[config.mk]
export PLATFORM = sky130hd
export DESIGN_NAME = store_buffer
export DESIGN_NICKNAME = d
export VERILOG_FILES = /design/src/logic/dcache_pkg.sv /design/src/logic/store_buffer.sv
export SDC_FILE = /design/constraint.sdc
export NUM_CORES = 1
export LEC_CHECK = 0
export BUFFER_PORTS_ARGS = -buffer_cell sky130_fd_sc_hd__buf_2
export CAP_MARGIN = 25
export CORE_ASPECT_RATIO = 1.75
export CORE_MARGIN = 5
export CORE_UTILIZATION = 41
export DETAILED_ROUTE_END_ITERATION = 12
export MAX_ROUTING_LAYER = met4
export PLACE_DENSITY = 0.78
export REMOVE_ABC_BUFFERS = 1
export SYNTH_ARGS = -nofsm -noshare
export SYNTH_HDL_FRONTEND = slang
export SYNTH_SLANG_ARGS = --single-unit
[constraint.sdc]
create_clock -name clk -period 6.4 [get_ports clk]
set_input_delay 0.32 -clock clk [delete_from_list [all_inputs] [get_ports clk]]
set_output_delay 0.32 -clock clk [all_outputs]
set_load 0.005 [all_outputs]
[src/logic/dcache_pkg.sv]
package dcache_pkg;

    // one cpu memory request, strb != 0 marks a store
    typedef struct packed {
        logic [31:0] vaddr;
        logic [31:0] wdata;
        logic [3:0]  strb;
        logic [3:0]  rmask;
        logic [1:0]  msize;
        logic        msigned;
        logic [3:0]  wid;
    } lsu_req_t;

    typedef struct packed {
        logic        hit;
        logic [31:0] rdata;
        logic [31:0] paddr;
        logic [3:0]  wid;
    } lsu_resp_t;

    // tag holds address bits 31..8
    typedef struct packed {
        logic        valid;
        logic        dirty;
        logic [23:0] tag;
    } cache_tag_t;

    typedef struct packed {
        logic        valid;
        logic [31:0] addr;
        logic [31:0] data;
        logic [3:0]  strb;
        logic [1:0]  way_hit;
    } sb_entry_t;

    typedef struct packed {
        logic [31:0] addr;
        logic [1:0]  way_sel;
        logic        tag_we;
        cache_tag_t  tag_data;
        logic [3:0]  strb;
        logic [31:0] data;
        logic        fetch_sb;
    } commit_req_t;

    typedef struct packed {
        sb_entry_t sb_head;
        logic      sb_head_valid;
    } commit_resp_t;

    // address slicing, word offset sits above the 2 byte bits
    function automatic logic [31:0] addr_set(input logic [31:0] addr,
                                             input int unsigned line_words,
                                             input int unsigned set_num);
        return (addr >> (2 + $clog2(line_words))) & (set_num - 1);
    endfunction

    function automatic logic [31:0] addr_word(input logic [31:0] addr,
                                              input int unsigned line_words);
        return (addr >> 2) & (line_words - 1);
    endfunction

    function automatic logic [23:0] addr_tag(input logic [31:0] addr,
                                             input int unsigned line_words,
                                             input int unsigned set_num);
        return 24'(addr >> (2 + $clog2(line_words) + $clog2(set_num)));
    endfunction

endpackage

[src/logic/store_buffer.sv]
`timescale 1ns/1ns

module store_buffer import dcache_pkg::*; #(
    parameter int unsigned SB_SIZE = 4
) (
    input  logic                                    clk,
    input  logic                                    rst_n,
    input  logic                                    flush_i,
    input  logic                                    push_valid_i,
    input  sb_entry_t                               push_entry_i,
    output logic                                    push_ready_o,
    output sb_entry_t [SB_SIZE-1:0]                 entries_o,
    output sb_entry_t                               head_o,
    output logic                                    head_valid_o,
    input  logic                                    pop_i,
    output logic [SB_SIZE-1:0][$clog2(SB_SIZE)-1:0] age_o
);
    localparam int unsigned PTR_W = $clog2(SB_SIZE);
    localparam int unsigned CNT_W = $clog2(SB_SIZE + 1);

    sb_entry_t [SB_SIZE-1:0] entries_q;
    logic [PTR_W-1:0]        head_q;
    logic [PTR_W-1:0]        tail_q;
    logic [CNT_W-1:0]        count_q;
    logic                    do_push;
    logic                    do_pop;

    assign push_ready_o = (count_q != CNT_W'(SB_SIZE));
    assign head_valid_o = (count_q != '0);
    assign do_push      = push_valid_i & push_ready_o;
    assign do_pop       = pop_i & head_valid_o;
    assign head_o       = entries_q[head_q];
    assign entries_o    = entries_q;

    // rank 0 is the oldest entry, the highest rank the youngest
    always_comb begin
        for (int i = 0; i < SB_SIZE; i++) begin
            if (PTR_W'(i) >= head_q) begin
                age_o[i] = PTR_W'(i) - head_q;
            end else begin
                age_o[i] = PTR_W'(i + SB_SIZE) - head_q;
            end
        end
    end

    always_ff @(posedge clk) begin
        if (!rst_n || flush_i) begin
            head_q  <= '0;
            tail_q  <= '0;
            count_q <= '0;
            for (int i = 0; i < SB_SIZE; i++) begin
                entries_q[i].valid <= 1'b0;
            end
        end else begin
            if (do_push) begin
                entries_q[tail_q]       <= push_entry_i;
                entries_q[tail_q].valid <= 1'b1;
                tail_q <= (tail_q == PTR_W'(SB_SIZE - 1)) ? '0 : tail_q + 1'b1;
            end
            if (do_pop) begin
                entries_q[head_q].valid <= 1'b0;
                head_q <= (head_q == PTR_W'(SB_SIZE - 1)) ? '0 : head_q + 1'b1;
            end
            count_q <= count_q + CNT_W'(do_push) - CNT_W'(do_pop);
        end
    end

    // commit must only retire a store that is present
    a_no_pop_empty: assert property (@(posedge clk) disable iff (!rst_n || flush_i)
        pop_i |-> head_valid_o);

    // the pipeline holds stores in M1 while the buffer is full
    a_no_push_full: assert property (@(posedge clk) disable iff (!rst_n || flush_i)
        push_valid_i |-> push_ready_o);

endmodule

After elaboration in Yosys (flattened, before gate mapping) --
Cells that the tools add are included.
Word-level totals: input bits 76, word-level logic and storage cells 61, register bits 291
Operators by class: order comparisons 4, add/sub/neg operators 8, reductions and logical operators 5, multiplexer cells 16, equality and inequality tests 3, bitwise logic cells 2
Operator list (number):
- $bwmux 284 | 3
- $mux 284 | 3
- $demux 71 s2 | 3
- $mux 71 | 4
- $bmux 71 s2 | 1
- $lt 2x3->1 const B | 2
- $add 2x1->2 const B | 2
- $eq 2x2->1 const B | 2
- $ge 2x1->1 const B | 2
- $mux 2 | 2
- $sub 1x2->2 const A | 2
- $sub 2x2->2 const A | 2
- $add 3x1->3 | 1
- $ne 3x3->1 const B | 1
- $reduce_bool 3->1 | 1
- $sub 3x1->3 | 1
- $and 1x1->1 | 2
- $logic_and 1x1->1 | 2
- $logic_not 1->1 | 1
- $logic_or 1x1->1 | 1

Depth between registers and ports, before layout --
depth in word-level cells 10, gate-level depth with buffers 13, mapped depth without buffers 11

Worst setup path before layout --
No wires, ideal clock.
path type register -> register, start register count_q[1], end register count_q[2], stages on the path, launching flop included 14, buffers on the path 2, required time 6.322 ns, library setup time 0.078 ns, arrival time 2.417 ns, clock period less this slack 2.495 ns, setup slack 3.905 ns, path through dfxtp_1 -> or3b_1 -> buf_6 -> and2_4 -> buf_6 -> inv_1 -> ha_1 -> inv_1 -> ha_1 -> inv_1 -> fa_1 -> xor2_1 -> and2_2 -> nor3_1
Between the ends: cells in the longest elaborated chain, start to end 4, elaborated cells on any way between the ends 6, those cells by class add/sub: 2; eq/ne: 1; bitwise: 2; reduce/logical: 1
Ends and longest elaborated chain:
- start, declared | RTL line store_buffer.sv:24 | logic [CNT_W-1:0] count_q;
- start signal, assigned | RTL line store_buffer.sv:64 | count_q <= count_q + CNT_W'(do_push) - CNT_W'(do_pop);
- $ne 3x3->1 | RTL line store_buffer.sv:28 | assign push_ready_o = (count_q != CNT_W'(SB_SIZE));
- via push_ready_o | RTL line store_buffer.sv:11 | output logic push_ready_o,
- $and 1x1->1 | RTL line store_buffer.sv:30 | assign do_push = push_valid_i & push_ready_o;
- $add 3x1->3 | RTL line store_buffer.sv:64
- $sub 3x1->3 | RTL line store_buffer.sv:64
The timed path passes the listed nets, and every way through them passes these cells. A chain may end at the register's enable or synchronous reset.

==> metrics <==
Post-synth top cells=280 x edfxtp_1, 71 x mux4_2, 11 x dfxtp_1; outcome=completed; YS warnings=0; leakage power total=5.61 nW; hpwl dp=22.2 mm; average wire per standard cell=24.4 um; CTS root buffer=clkbuf_16; area of the die=29700 um^2; Reg clk slew, reported paths=60 ps; vias in the first global route=7237; via count=6704; first-pass GRT wire length=46.1 mm; clock skew=17.9 ps; crit path kind=reg2out; Chip Height=224 um; Fin. Hold Viols=0; Post-route DRC=0; Worst Hold Class=in2reg; Initial Util=41.4%; RSZ-0062 raised after global routing=false; remaining global-route overflow=0; clk buf depth=3; critical path peak fanout=39; max-cap violations=0; area grow syn2layout=37.7%; total power=3.92 mW; final wirelength=31.6 mm; Synth async-reset ratio=0%; count leader, synth=edfxtp_1; fin. max-slew vios=0; Slew @ Worst Pin=987 ps; Num CTS Buffers=26; IO Port Bufs=439; Post-synth top flop=edfxtp_1; clock sinks=291; initial antenna violation count=2; ratio of cells with drive above 1 in the final layout=58.4%; share of the yosys chip area belonging to registers=80.2%; FMAX=0.308 GHz; CTS tree=yes; P per Cell Area=265 nW/um^2; Max VDD drop=221 uV; post-route ant nets=0; setup TNS=0 ps; H-tree Lvls=1; post-CTS setup buffer count=0; Post-synth EDFFs=280; Final Critical Period=3250 ps; Pre-antenna DRT Iters=4; Post-Syn Instances=438; Die Width=132 um; syn_area_per_cell=24.6 um^2; final net count=1039; Final Cycle Share=50.8%; arrival time at the worst endpoint=2930 ps; number of DRC markers in iteration 0=468; Unique masters post-synth=29; CP endpoint kind=output port; row cnt=78; routability cong.=0.864; Worst EP required=6080 ps; area leader, netlist=edfxtp_1; layout filler cell count=1947; Placeable Area=26000 um^2; CP Launch Type=register; Final setup viols=0; Slew headroom=34.2%; GRT Util Overall=21.0%; number of synthesized register bits=291; Netlist Area Pre-Place=10800 um^2; vias per cell=5.19; number of top-level pins=441; Yosys top cell area share=78.1%; clk_lat worst skew=540 ps; most area-consuming cells after synthesis=edfxtp_1 78%, mux4_2 15%, dfxtp_1 2.0%, ha_1 1.2%, buf_2 0.42%; largest net degree at the start of global routing=61
-- layout make-up --
class                      count  area (um^2)  area share [%]
inverter                       8         30.0           0.203
timing repair buffer         509         2880            19.5
tap                          320          400            2.70
clock inverter                14          176            1.19
clock buffer                  31          691            4.66
sequential                   291         8640            58.3
antenna                        2         5.00          0.0338
multi-input combinational    116         2000            13.5
-- repair_timing --
| item | 4_1_cts | 5_1_grt |
|---|---|---|
| resized for setup | 0 | 0 |
| hold buffers | 64 | 0 |
| hold endpoints to repair | 255 | 0 |
-- per-stage QoR --
| step | cell area [um^2] | setup slack [ps] | hold WS [ps] | util, % | instances |
|---|---|---|---|---|---|
| floorplan | 10600 | 1800 | 419 | - | 415 |
| finish | 14800 | 3150 | 24.1 | 57.1 | 1291 |
| global placement | 13300 | 3590 | 519 | 51.3 | 1180 |
| global route | 14800 | 2880 | 1.43 | 57.1 | 1291 |
| detailed placement | 13300 | 3620 | 521 | 51.3 | 1180 |
| CTS | 14800 | 3040 | 2.87 | 57.1 | 1289 |
-- routing by layer --
metal	wire length, um	global-route usage, %
met4	1220	8.72
met3	1980	3.13
met5	0	-
met1	11000	23.4
met2	17400	37.6
-- power by group --
| part | switching, mW | internal, mW | leakage (nW) | total [mW] |
|---|---|---|---|---|
| sequential | 0.0164 | 2.11 | 2.62 | 2.13 |
| combinational | 0.0941 | 0.107 | 2.56 | 0.201 |
| clock | 0.664 | 0.929 | 0.423 | 1.59 |
-- final timing paths --
check	endpoint	depth (start not counted)	slack, ps	start
min reg2reg	count_q[2]	2	530	count_q[2]
max	head_o[60]	3	3150	head_q[0]
min	register	1	20	push_entry_i[26]
max reg2reg	count_q[2]	11	3810	count_q[1]
-- cells by family after synthesis --
kind of cell	Yosys count	synth area share, %
flops	291	80.2
simple gates	20	1.15
fa+ha+maj	11	1.35
compound gates	13	0.977
xor+xnor	1	0.0814
buf+inv	31	1.40
mux	71	14.9
-- critical path, cell delays in order (launching register included) --
cell,delay (ps)
dfxtp_4,830
buf_4,720
mux4_2,610
buf_2,160
-- placed cells by master, fill, tap and decap left out, types with 3 or more instances in the layout --
master,count
a211oi_1,4
a31oi_1,4
and3_4,4
buf_2,439
buf_4,6
bufinv_16,4
clkbuf_1,4
clkbuf_16,27
clkinv_1,3
clkinv_2,4
dfxtp_1,9
dlygate4sd3_1,64
edfxtp_1,280
ha_1,10
inv_1,8
mux4_2,71
nor2_1,4
Note: power is estimated with default switching activity, not from simulation.
