### src/logic/dcache_pkg.sv
package dcache_pkg;

    // one cpu memory request, strb != 0 marks a store
    typedef struct packed {
        logic [31:0] vaddr;
        logic [31:0] wdata;
        logic [3:0]  strb;
        logic [3:0]  rmask;
        logic [1:0]  msize;
        logic        msigned;
        logic [3:0]  wid;
    } lsu_req_t;

    typedef struct packed {
        logic        hit;
        logic [31:0] rdata;
        logic [31:0] paddr;
        logic [3:0]  wid;
    } lsu_resp_t;

    // tag holds address bits 31..8
    typedef struct packed {
        logic        valid;
        logic        dirty;
        logic [23:0] tag;
    } cache_tag_t;

    typedef struct packed {
        logic        valid;
        logic [31:0] addr;
        logic [31:0] data;
        logic [3:0]  strb;
        logic [1:0]  way_hit;
    } sb_entry_t;

    typedef struct packed {
        logic [31:0] addr;
        logic [1:0]  way_sel;
        logic        tag_we;
        cache_tag_t  tag_data;
        logic [3:0]  strb;
        logic [31:0] data;
        logic        fetch_sb;
    } commit_req_t;

    typedef struct packed {
        sb_entry_t sb_head;
        logic      sb_head_valid;
    } commit_resp_t;

    // address slicing, word offset sits above the 2 byte bits
    function automatic logic [31:0] addr_set(input logic [31:0] addr,
                                             input int unsigned line_words,
                                             input int unsigned set_num);
        return (addr >> (2 + $clog2(line_words))) & (set_num - 1);
    endfunction

    function automatic logic [31:0] addr_word(input logic [31:0] addr,
                                              input int unsigned line_words);
        return (addr >> 2) & (line_words - 1);
    endfunction

    function automatic logic [23:0] addr_tag(input logic [31:0] addr,
                                             input int unsigned line_words,
                                             input int unsigned set_num);
        return 24'(addr >> (2 + $clog2(line_words) + $clog2(set_num)));
    endfunction

endpackage

### src/logic/dcache_pipe.sv
`timescale 1ns/1ns

module dcache_pipe import dcache_pkg::*; #(
    parameter int unsigned WAY_NUM    = 2,
    parameter int unsigned SET_NUM    = 16,
    parameter int unsigned LINE_WORDS = 4,
    parameter int unsigned SB_SIZE    = 4
) (
    input  logic                                         clk,
    input  logic                                         rst_n,
    input  logic                                         flush_i,
    input  logic                                         req_valid_i,
    input  lsu_req_t                                     req_i,
    output logic                                         req_ready_o,
    output logic                                         resp_valid_o,
    output lsu_resp_t                                    resp_o,
    input  logic                                         resp_ready_i,
    output logic                                         rd_en_o,
    output logic [$clog2(SET_NUM)-1:0]                   tag_addr_o,
    output logic [$clog2(SET_NUM*LINE_WORDS)-1:0]        data_addr_o,
    input  cache_tag_t [WAY_NUM-1:0]                     tags_i,
    input  logic [WAY_NUM-1:0][31:0]                     words_i,
    input  sb_entry_t [SB_SIZE-1:0]                      sb_entries_i,
    input  logic [SB_SIZE-1:0][$clog2(SB_SIZE)-1:0]      sb_age_i,
    output logic                                         sb_push_valid_o,
    output sb_entry_t                                    sb_push_o,
    input  logic                                         sb_push_ready_i
);
    localparam int unsigned SET_W  = $clog2(SET_NUM);
    localparam int unsigned WORD_W = $clog2(LINE_WORDS);
    localparam int unsigned AGE_W  = $clog2(SB_SIZE);

    lsu_req_t                m1_req_q;
    logic                    m1_valid_q;
    logic                    m1_store;
    logic                    accept;
    logic                    resp_fire;
    logic [WAY_NUM-1:0]      way_hit;
    logic [31:0]             way_word;
    logic [3:0]              fwd_hit;
    logic [3:0][AGE_W-1:0]   fwd_age;
    logic [31:0]             fwd_data;
    logic [31:0]             merged;
    logic [3:0]              byte_cov;
    logic [1:0]              low_byte;
    logic [31:0]             shifted;
    logic [31:0]             load_data;
    logic [3:0]              size_mask;

    assign m1_store = |m1_req_q.strb;

    // a store in M1 waits for room in the store buffer
    assign resp_valid_o = m1_valid_q & !flush_i & (!m1_store | sb_push_ready_i);
    assign resp_fire    = resp_valid_o & resp_ready_i;
    assign req_ready_o  = !flush_i & (!m1_valid_q | resp_fire);
    assign accept       = req_valid_i & req_ready_o;

    // M0 read of both ways
    assign rd_en_o     = accept;
    assign tag_addr_o  = SET_W'(addr_set(req_i.vaddr, LINE_WORDS, SET_NUM));
    assign data_addr_o = {tag_addr_o, WORD_W'(addr_word(req_i.vaddr, LINE_WORDS))};

    always_ff @(posedge clk) begin
        if (!rst_n || flush_i) begin
            m1_valid_q <= 1'b0;
        end else if (accept || resp_fire) begin
            m1_valid_q <= accept;
        end
    end

    always_ff @(posedge clk) begin
        if (accept) begin
            m1_req_q <= req_i;
        end
    end

    // M1 tag compare
    always_comb begin
        way_word = '0;
        for (int w = 0; w < WAY_NUM; w++) begin
            way_hit[w] = tags_i[w].valid &&
                (tags_i[w].tag == addr_tag(m1_req_q.vaddr, LINE_WORDS, SET_NUM));
            if (way_hit[w]) begin
                way_word |= words_i[w];
            end
        end
    end

    // per byte, the youngest matching store wins
    always_comb begin
        fwd_hit  = '0;
        fwd_age  = '0;
        fwd_data = '0;
        for (int b = 0; b < 4; b++) begin
            for (int i = 0; i < SB_SIZE; i++) begin
                if (sb_entries_i[i].valid && sb_entries_i[i].strb[b] &&
                    sb_entries_i[i].addr[31:2] == m1_req_q.vaddr[31:2] &&
                    (!fwd_hit[b] || sb_age_i[i] > fwd_age[b])) begin
                    fwd_hit[b]        = 1'b1;
                    fwd_age[b]        = sb_age_i[i];
                    fwd_data[8*b +: 8] = sb_entries_i[i].data[8*b +: 8];
                end
            end
        end
    end

    always_comb begin
        for (int b = 0; b < 4; b++) begin
            merged[8*b +: 8] = fwd_hit[b] ? fwd_data[8*b +: 8] : way_word[8*b +: 8];
            byte_cov[b]      = fwd_hit[b] | (|way_hit);
        end
    end

    // align to the lowest requested byte, then extend
    always_comb begin
        low_byte = 2'd0;
        for (int b = 3; b >= 0; b--) begin
            if (m1_req_q.rmask[b]) begin
                low_byte = 2'(b);
            end
        end
        shifted = merged >> {low_byte, 3'b000};
        case (m1_req_q.msize)
            2'd0: begin
                load_data = {{24{m1_req_q.msigned & shifted[7]}}, shifted[7:0]};
                size_mask = 4'b0001;
            end
            2'd1: begin
                load_data = {{16{m1_req_q.msigned & shifted[15]}}, shifted[15:0]};
                size_mask = 4'b0011;
            end
            default: begin
                load_data = shifted;
                size_mask = 4'b1111;
            end
        endcase
    end

    always_comb begin
        resp_o.hit   = m1_store ? (|way_hit)
                                : ((m1_req_q.rmask & byte_cov) == m1_req_q.rmask);
        resp_o.rdata = load_data;
        resp_o.paddr = m1_req_q.vaddr;
        resp_o.wid   = m1_req_q.wid;
    end

    // store enters the buffer as its response is taken
    assign sb_push_valid_o   = resp_fire & m1_store;
    assign sb_push_o.valid   = 1'b1;
    assign sb_push_o.addr    = m1_req_q.vaddr;
    assign sb_push_o.data    = m1_req_q.wdata;
    assign sb_push_o.strb    = m1_req_q.strb;
    assign sb_push_o.way_hit = 2'(way_hit);

    a_rmask_shape: assert property (@(posedge clk) disable iff (!rst_n)
        (m1_valid_q && !m1_store) |-> (m1_req_q.rmask == (size_mask << low_byte)));

endmodule

### config.mk
export PLATFORM = sky130hd
export DESIGN_NAME = dcache_pipe
export DESIGN_NICKNAME = d
export VERILOG_FILES = /design/src/logic/dcache_pkg.sv /design/src/logic/dcache_pipe.sv
export SDC_FILE = /design/constraint.sdc
export NUM_CORES = 1
export LEC_CHECK = 0
export BUFFER_PORTS_ARGS = -buffer_cell sky130_fd_sc_hd__buf_2
export CORE_AREA = 2 2 249 251
export CTS_BUF_LIST = sky130_fd_sc_hd__clkbuf_8
export DETAILED_ROUTE_END_ITERATION = 10
export DIE_AREA = 0 0 251 253
export HOLD_SLACK_MARGIN = 0.1
export PLACE_DENSITY = 0.45
export SYNTH_ARGS = -nofsm -noshare
export SYNTH_HDL_FRONTEND = slang
export SYNTH_SLANG_ARGS = --single-unit
### constraint.sdc
create_clock -name clk -period 10.3 [get_ports clk]
set_input_delay 1.545 -clock clk [delete_from_list [all_inputs] [get_ports clk]]
set_output_delay 1.545 -clock clk [all_outputs]
set_load 0.05 [all_outputs]
# Word level (Yosys, flattened, before mapping)

Index checks and enable logic that the tools add are counted.

Register bits: 80
Input port bits: 493
Output and inout port bits: 154
Logic and storage cells: 180

$lt $le $gt $ge: 12
Equality and inequality tests: 8
Shift operators: 1
Mux-type cells: 56
Bitwise logic cells: 16
Reductions and logical operators: 79

Operators with widths:

| kind                 | number |
|---|---|
| $mux W8              | 20 |
| $eq A30 B30 Y1       | 4 |
| $mux W32             | 2 |
| $pmux W32 S2         | 1 |
| $eq A24 B24 Y1       | 2 |
| $logic_and A1 B1 Y1  | 46 |
| $mux W2              | 16 |
| $or A32 B32 Y32      | 1 |
| $shr A32 B5 Y32      | 1 |
| $gt A2 B2 Y1         | 12 |
| $mux W1              | 17 |
| $logic_not A1 Y1     | 16 |
| $logic_or A1 B1 Y1   | 14 |
| $and A1 B1 Y1        | 8 |
| $or A1 B1 Y1         | 6 |
| $and A4 B4 Y4        | 1 |
| $eq A4 B4 Y1         | 1 |
| $reduce_or A4 Y1     | 1 |
| $eq A2 B1 Y1 const B | 1 |
| $logic_not A2 Y1     | 1 |
| $reduce_or A2 Y1     | 1 |

# Longest topological paths before layout

Gate-level depths: netlist of run 1.

Word-level depth: 19
Mapped depth: 32
Mapped depth without buffers: 29

# Worst setup path before layout of run 1

OpenSTA, ideal clock, no wires.

Path kind: input port to output port
Start: in sb_entries_i[40] in the netlist's numbering
End: out resp_o[52] in the netlist's numbering
Data arrival time: 7.568 ns
Data required time: 8.755 ns
Slack: 1.187 ns
Stages on the path: 30
Path buffers: 4
Cells stage by stage: xnor2_1 nand4_1 nor4_4 and3_1 buf_4 nand2_1 ha_1 nor2b_1 o21ai_2 a21o_1 clkbuf_1 nor2_1 a31oi_1 ha_1 nor2b_1 o21ai_0 a21boi_1 or2_2 buf_2 mux2_2 ha_1 nand2_1 o21ai_0 a21oi_4 nor2b_1 o41ai_2 o2111a_2 o21bai_4 buf_6 o21bai_1

RTL lines:

| what            | RTL line          | text |
|---|---|---|
| start, declared | dcache_pipe.sv:23 | `input sb_entry_t [SB_SIZE-1:0] sb_entries_i,` |
| end, declared   | dcache_pipe.sv:16 | `output lsu_resp_t resp_o,` |

==> results of run 1 <==
-- power groups by stage --
stage | registers [mW] | logic (mW) | clock network [mW]
CTS | 0.389 | 0.338 | 0.246
detailed placement | 0.396 | 0.337 | 0
global route | 0.391 | 0.358 | 0.252
floorplan | 0.389 | 0.202 | 0
global placement | 0.396 | 0.335 | 0
finish | 0.389 | 0.335 | 0.229
-- timing repair --
action                                  CTS  global route
endpoints found under the setup margin    0             6
setup buffers                             0             0
gates resized for setup                   0             1
-- routing by layer --
layer | up-vias | routed length [um] | GRT usage [%]
met5 | - | 26 | 0
met4 | 4 | 1788 | 5.680
met3 | 70 | 4235 | 3.845
met2 | 562 | 26370 | 28.29
met1 | 4565 | 21000 | 18.86
li1 | 4476 | - | -
-- stage by stage --
stage / std cells / total power [mW] / hold WS [ns] / worst slack (ns)
4_1_cts: 2274 / 0.9731 / 0.5614 / 0.4103
6_report: 2280 / 0.9535 / 0.5603 / 0.5118
5_1_grt: 2277 / 1.000 / 0.5938 / 0.03990
2_1_floorplan: 963 / 0.5906 / 0.5036 / 1.187
3_3_place_gp: 2259 / 0.7316 / 0.5202 / 0.4554
3_5_place_dp: 2259 / 0.7334 / 0.5489 / 0.4122
-- sequential cells by signal (all words and copies together), names as in the netlist --
name and flops:
resp_o 36, sb_push_o 36, m1_req_q 7, m1_valid_q 1
-- Yosys cell counts (4+ instances only) --
cell	count
a211oi_1	9
a221oi_1	23
nand3_1	26
a22o_1	30
mux2i_1	14
nor3b_1	7
o2bb2ai_1	6
a21o_1	12
xor2_1	46
nor4_1	13
nor3_1	4
nor2_1	38
and3_1	5
buf_4	126
o211ai_1	9
o21bai_1	17
a21oi_1	20
o21a_1	5
and2_1	8
nand4_1	37
o21ai_0	49
nand2_1	34
nor2b_1	12
ha_1	24
a21boi_1	4
a221o_1	7
buf_2	13
a22oi_1	22
inv_1	25
mux2_2	26
buf_6	10
clkbuf_1	19
edfxtp_1	79
a31oi_1	4
xnor2_1	122
-- how the worst max path moves through the flow --
| stage | cells past startpoint | slack, ns | startpoint | endpoint |
|---|---|---|---|---|
| after floorplan | 30 | 1.19 | sb_entries_i[40] | resp_o[52] |
| after global placement | 29 | 0.46 | sb_entries_i[55] | resp_o[54] |
| after detailed placement | 29 | 0.41 | sb_entries_i[55] | resp_o[54] |
| after CTS | 29 | 0.41 | sb_entries_i[52] | resp_o[54] |
| after global routing | 29 | 0.04 | sb_entries_i[55] | resp_o[58] |
| final | 29 | 0.51 | sb_entries_i[55] | resp_o[59] |
-- worst register-to-register path, delay by kind of cell (launching register included) --
family / cells / cell delay [ns]
buffers and inverters: 2 / 1.13
and+or+nand+nor: 2 / 0.86
DFF: 1 / 0.39
AOI/OAI and AO/OA: 2 / 0.47
-- layout make-up --
type	instances	area, um^2
clock buffer	9	123.9
clock inverter	6	42.54
sequential	80	2392
multi-input combinational	688	5301
inverter	25	93.84
antenna	6	15.01
timing repair buffer	676	3731
tap	790	988.4
fill	6843	48340
-- kinds of logic (layout without fill, tap and decap cells) --
logic type                 Yosys count  in the layout  synth area share (%)
AOI/OAI and AO/OA                  245            245                 20.54
xor gates and xnor gates           168            168                 16.43
adders and majority gates           24             24                 3.353
buffers and inverters              195            716                 14.49
DFF                                 80             80                 26.72
muxes                               40             40                 4.834
other                                1              7               0.04188
and+or+nand+nor                    210            210                 13.60
==> metrics.cfg, run 1 <==
[die]
coreArea_mm2=0.06103
die_width_um=251
initial_core_util_pct=14.67
rows=91
die-area_mm2=0.06350
pin_count=647
die_y_um=253

[detailed_routing]
vias=9677
wl_per_cell_um=23.43
detail_route.iter0.violations=757
routed_wl_um=53420
via_per_inst=4.244
drc=0
firstDrtPassIters=5
final_antenna_net_count=0

[logic_synthesis]
syn-num-nets=1480
synth_flop_cell=edfxtp_1
netlist_area_mm2=0.008955
netlist_instances=963
async_flop_share_pct=0
synth_cell_types=75
synth-edff-count=79
synth_area_per_cell_um2=9.299
ys_seq_area_share_pct=26.72
synth.top_cell.area_share_pct=26.49
synth_top_area_cell=edfxtp_1
ys_warn_count=0
ys_ff_latch=80
yosys-top-cells-area=edfxtp_1 26%, xnor2_1 12%, buf_4 11%, xor2_1 4.5%, ha_1 3.4%

[power]
power_density_mw_per_mm2=75.15
combPwrFrac_pct=35.2
vdd_drop_max_mv=0.05877
clkPwrFrac_pct=24.1
sw_frac_of_total_pct=37.51
intPower_mw=0.5959
p_leak_nw=5.544
pwr-share-seq_pct=40.8
power_switching_mw=0.3576

[cts]
cts_tree=done
cts_made_buffers=9
clockBufferDepth=2
cts_sinks=80
cts_hold_buf=0
clkLatencyLatePin_ns=0.39
cts.htree.levels=3
ctsRootBufferMaster=clkbuf_8
clkTransAtPathRegs_ns=0.09

[min_path]
min_path_type=reg -> reg
min-delay-start=m1_valid_q$_SDFFE_PP0P_
whs_path_depth=2
min_to=m1_valid_q$_SDFFE_PP0P_

[setup_path]
worstSetupEndpointType=output pin
reg2reg_depth=6
r2r_setup_slack_ns=6.98
crit_family=compound AO/OA/AOI/OAI gates
crit_fanout=16
crit_slowest_cell=a211oi_1
rr_endpoint=sb_push_o[17]$_DFFE_PP_
r2r-start=sb_push_o[3]$_DFFE_PP_
critPathMaxStageDelay_ns=0.58
cpMostUsedCell=o21ai_0
crit_arrival_ns=8.24
critPathBufInv=2
crit_type=in -> out
cp.required_ns=8.76
startpoint_type=primary input

[final_layout]
layout_commonest_cell=buf_2
nNetsFinal=1997
area_growth_pct=41.69
drive_gt1_share_pct=50.81
finish.utilization_pct=20.79
final_cell_mix=612 x buf_2, 122 x xnor2_1, 79 x edfxtp_1
final_area_mm2=0.01269

[global_routing]
antenna_found_initial=17
grt_first_pass_wirelength_um=71370
first_global_vias=9707
grt_usage_pct=16.02
grt_max_degree=48
grt_overflow=0

[sta]
max_slew_margin_pct=19.18
hold_viol=0
finalCriticalPeriod_ns=9.788
skew_ns=0.009458
setup_violations=0
setup-tns-final_ns=0
fin_crit_sh_pct=95.03
slew_violations=0
rsz0062_at_grt=false
max_freq_mhz=102.2
worst_pin_slew_ns=1.212

[placed_design]
dp_hpwl_um=46240
postPlaceCellArea_mm2=0.01250
gp_congestion=0.8808
portBuffers=627

[flow_run]
maxCapViolations=0

[run_status]
status=finished, final reports clean

Note: power is estimated with default switching activity, not from simulation.
==> run 2: changes to the inputs <==
--- a/config.mk
+++ b/config.mk
@@ -11,7 +11,7 @@
 export DETAILED_ROUTE_END_ITERATION = 10
 export DIE_AREA = 0 0 251 253
 export HOLD_SLACK_MARGIN = 0.1
-export PLACE_DENSITY = 0.45
+export PLACE_DENSITY = 0.36
 export SYNTH_ARGS = -nofsm -noshare
 export SYNTH_HDL_FRONTEND = slang
 export SYNTH_SLANG_ARGS = --single-unit
==> metrics.cfg, run 2 (synthesis gave the netlist of run 1 again) <==
[detailed_routing]
firstDrtPassIters=5
vias=9530
via_per_inst=4.182
final_antenna_net_count=0
drc=0
wl_per_cell_um=24.12
detail_route.iter0.violations=555
routed_wl_um=54980

[sta]
hold_viol=0
max_freq_mhz=102.9
rsz0062_at_grt=false
skew_ns=0.01807
slew_violations=0
worst_pin_slew_ns=1.176
finalCriticalPeriod_ns=9.718
fin_crit_sh_pct=94.35
setup_violations=0
setup-tns-final_ns=0
max_slew_margin_pct=21.63

[cts]
clockBufferDepth=2
cts.htree.levels=3
clkTransAtPathRegs_ns=0.09
ctsRootBufferMaster=clkbuf_8
clkLatencyLatePin_ns=0.41
cts_sinks=80
cts_made_buffers=9
cts_tree=done

[placed_design]
dp.cells=2255
gp_congestion=0.8228
portBuffers=627
dp_hpwl_um=47810

[global_routing]
grt_max_degree=43
grt_first_pass_wirelength_um=72840
grt_overflow=0
first_global_vias=9651
antenna_found_initial=24
grt_usage_pct=16.49

[power]
vdd_drop_max_mv=0.06773
p_leak_nw=5.502
power_switching_mw=0.3652
combPwrFrac_pct=34.7
sw_frac_of_total_pct=38.02
power_density_mw_per_mm2=76.73
pwr-share-seq_pct=40.4
clkPwrFrac_pct=25.0
power_mw=0.9605
intPower_mw=0.5953

[setup_path]
crit_slowest_cell=a211oi_1
worstSetupEndpointType=output pin
crit_type=in -> out
cp.required_ns=8.76
crit_fanout=16
startpoint_type=primary input
crit_arrival_ns=8.17
r2r-start=sb_push_o[3]$_DFFE_PP_
critPathMaxStageDelay_ns=0.50
startpoint=sb_entries_i[63]

[final_layout]
final_cell_mix=623 x buf_2, 122 x xnor2_1, 79 x edfxtp_1
area_growth_pct=39.79
layout_commonest_cell=buf_2
drive_gt1_share_pct=50.88
instances_no_fill=2279
nNetsFinal=1994

[min_path]
min-delay-start=m1_valid_q$_SDFFE_PP0P_
min_path_type=reg -> reg

[die]
rows=91
die-area_mm2=0.06350
die_width_um=251
pin_count=647
initial_core_util_pct=14.67
die_y_um=253
coreArea_mm2=0.06103

[flow_run]
maxCapViolations=0

[run_status]
status=finished, final reports clean

-- run 2: timing repair --
action                                  CTS  global route
gates resized for setup                   0             1
buffers inserted                          0             1
hold buffers                              0             0
endpoints found under the setup margin    0            30
-- run 2: per-stage QoR --
step                      hold WS, ns  util [%]  worst slack [ns]  area [um^2]
final                          0.5555     20.51            0.5816        12520
after global routing           0.5836     20.50           0.07878        12510
after CTS                      0.5538     20.47            0.1898        12490
after detailed placement       0.5394     20.18            0.2121        12320
after global placement         0.5178     20.18            0.2750        12320
after floorplan                0.5036         -             1.187         8955
-- run 2: final cells by class --
class | count | area, um^2
Antenna cell | 7 | 17.52
Clock buffer | 9 | 123.9
Clock inverter | 7 | 51.30
Fill cell | 6947 | 48510
Inverter | 25 | 93.84
Multi-Input combinational cell | 688 | 5308
Sequential cell | 80 | 2392
Tap cell | 790 | 988.4
Timing Repair Buffer | 673 | 3543
-- run 2: path summary, 6_finish.rpt --
check / to / slack, ns / cells past startpoint
min reg2reg: m1_valid_q$_SDFFE_PP0P_ / 0.56 / 2
max reg2reg: m1_req_q[6]$_DFFE_PP_ / 7.01 / 5
min: m1_valid_q$_SDFFE_PP0P_ / 0.56 / 2
max: resp_o[55] / 0.58 / 30
-- run 2: power groups by stage --
stage                     combinational, mW  sequential (mW)  clock (mW)
after floorplan                       0.202            0.389           0
after global placement                0.335            0.395           0
after detailed placement              0.337            0.395           0
after CTS                             0.338            0.388       0.257
after global routing                  0.357            0.389       0.263
final                                 0.333            0.388       0.240
-- run 2: worst max-delay path, delay by kind of cell --
family	cells	cell delay, ns
AO/OA/AOI/OAI	11	2.48
adder cells (fa/ha/maj)	3	0.91
buffers and inverters	3	0.62
multiplexers	1	0.34
XOR/XNOR	1	0.28
AND/OR/NAND/NOR	11	1.98
-- run 2: per-layer routing --
layer | track usage, % | wire (um) | vias to the layer above
met5 | 0 | 71 | -
met4 | 4.541 | 961 | 12
met1 | 18.69 | 21500 | 4523
li1 | - | - | 4479
met3 | 3.505 | 3602 | 53
met2 | 30.95 | 28840 | 463
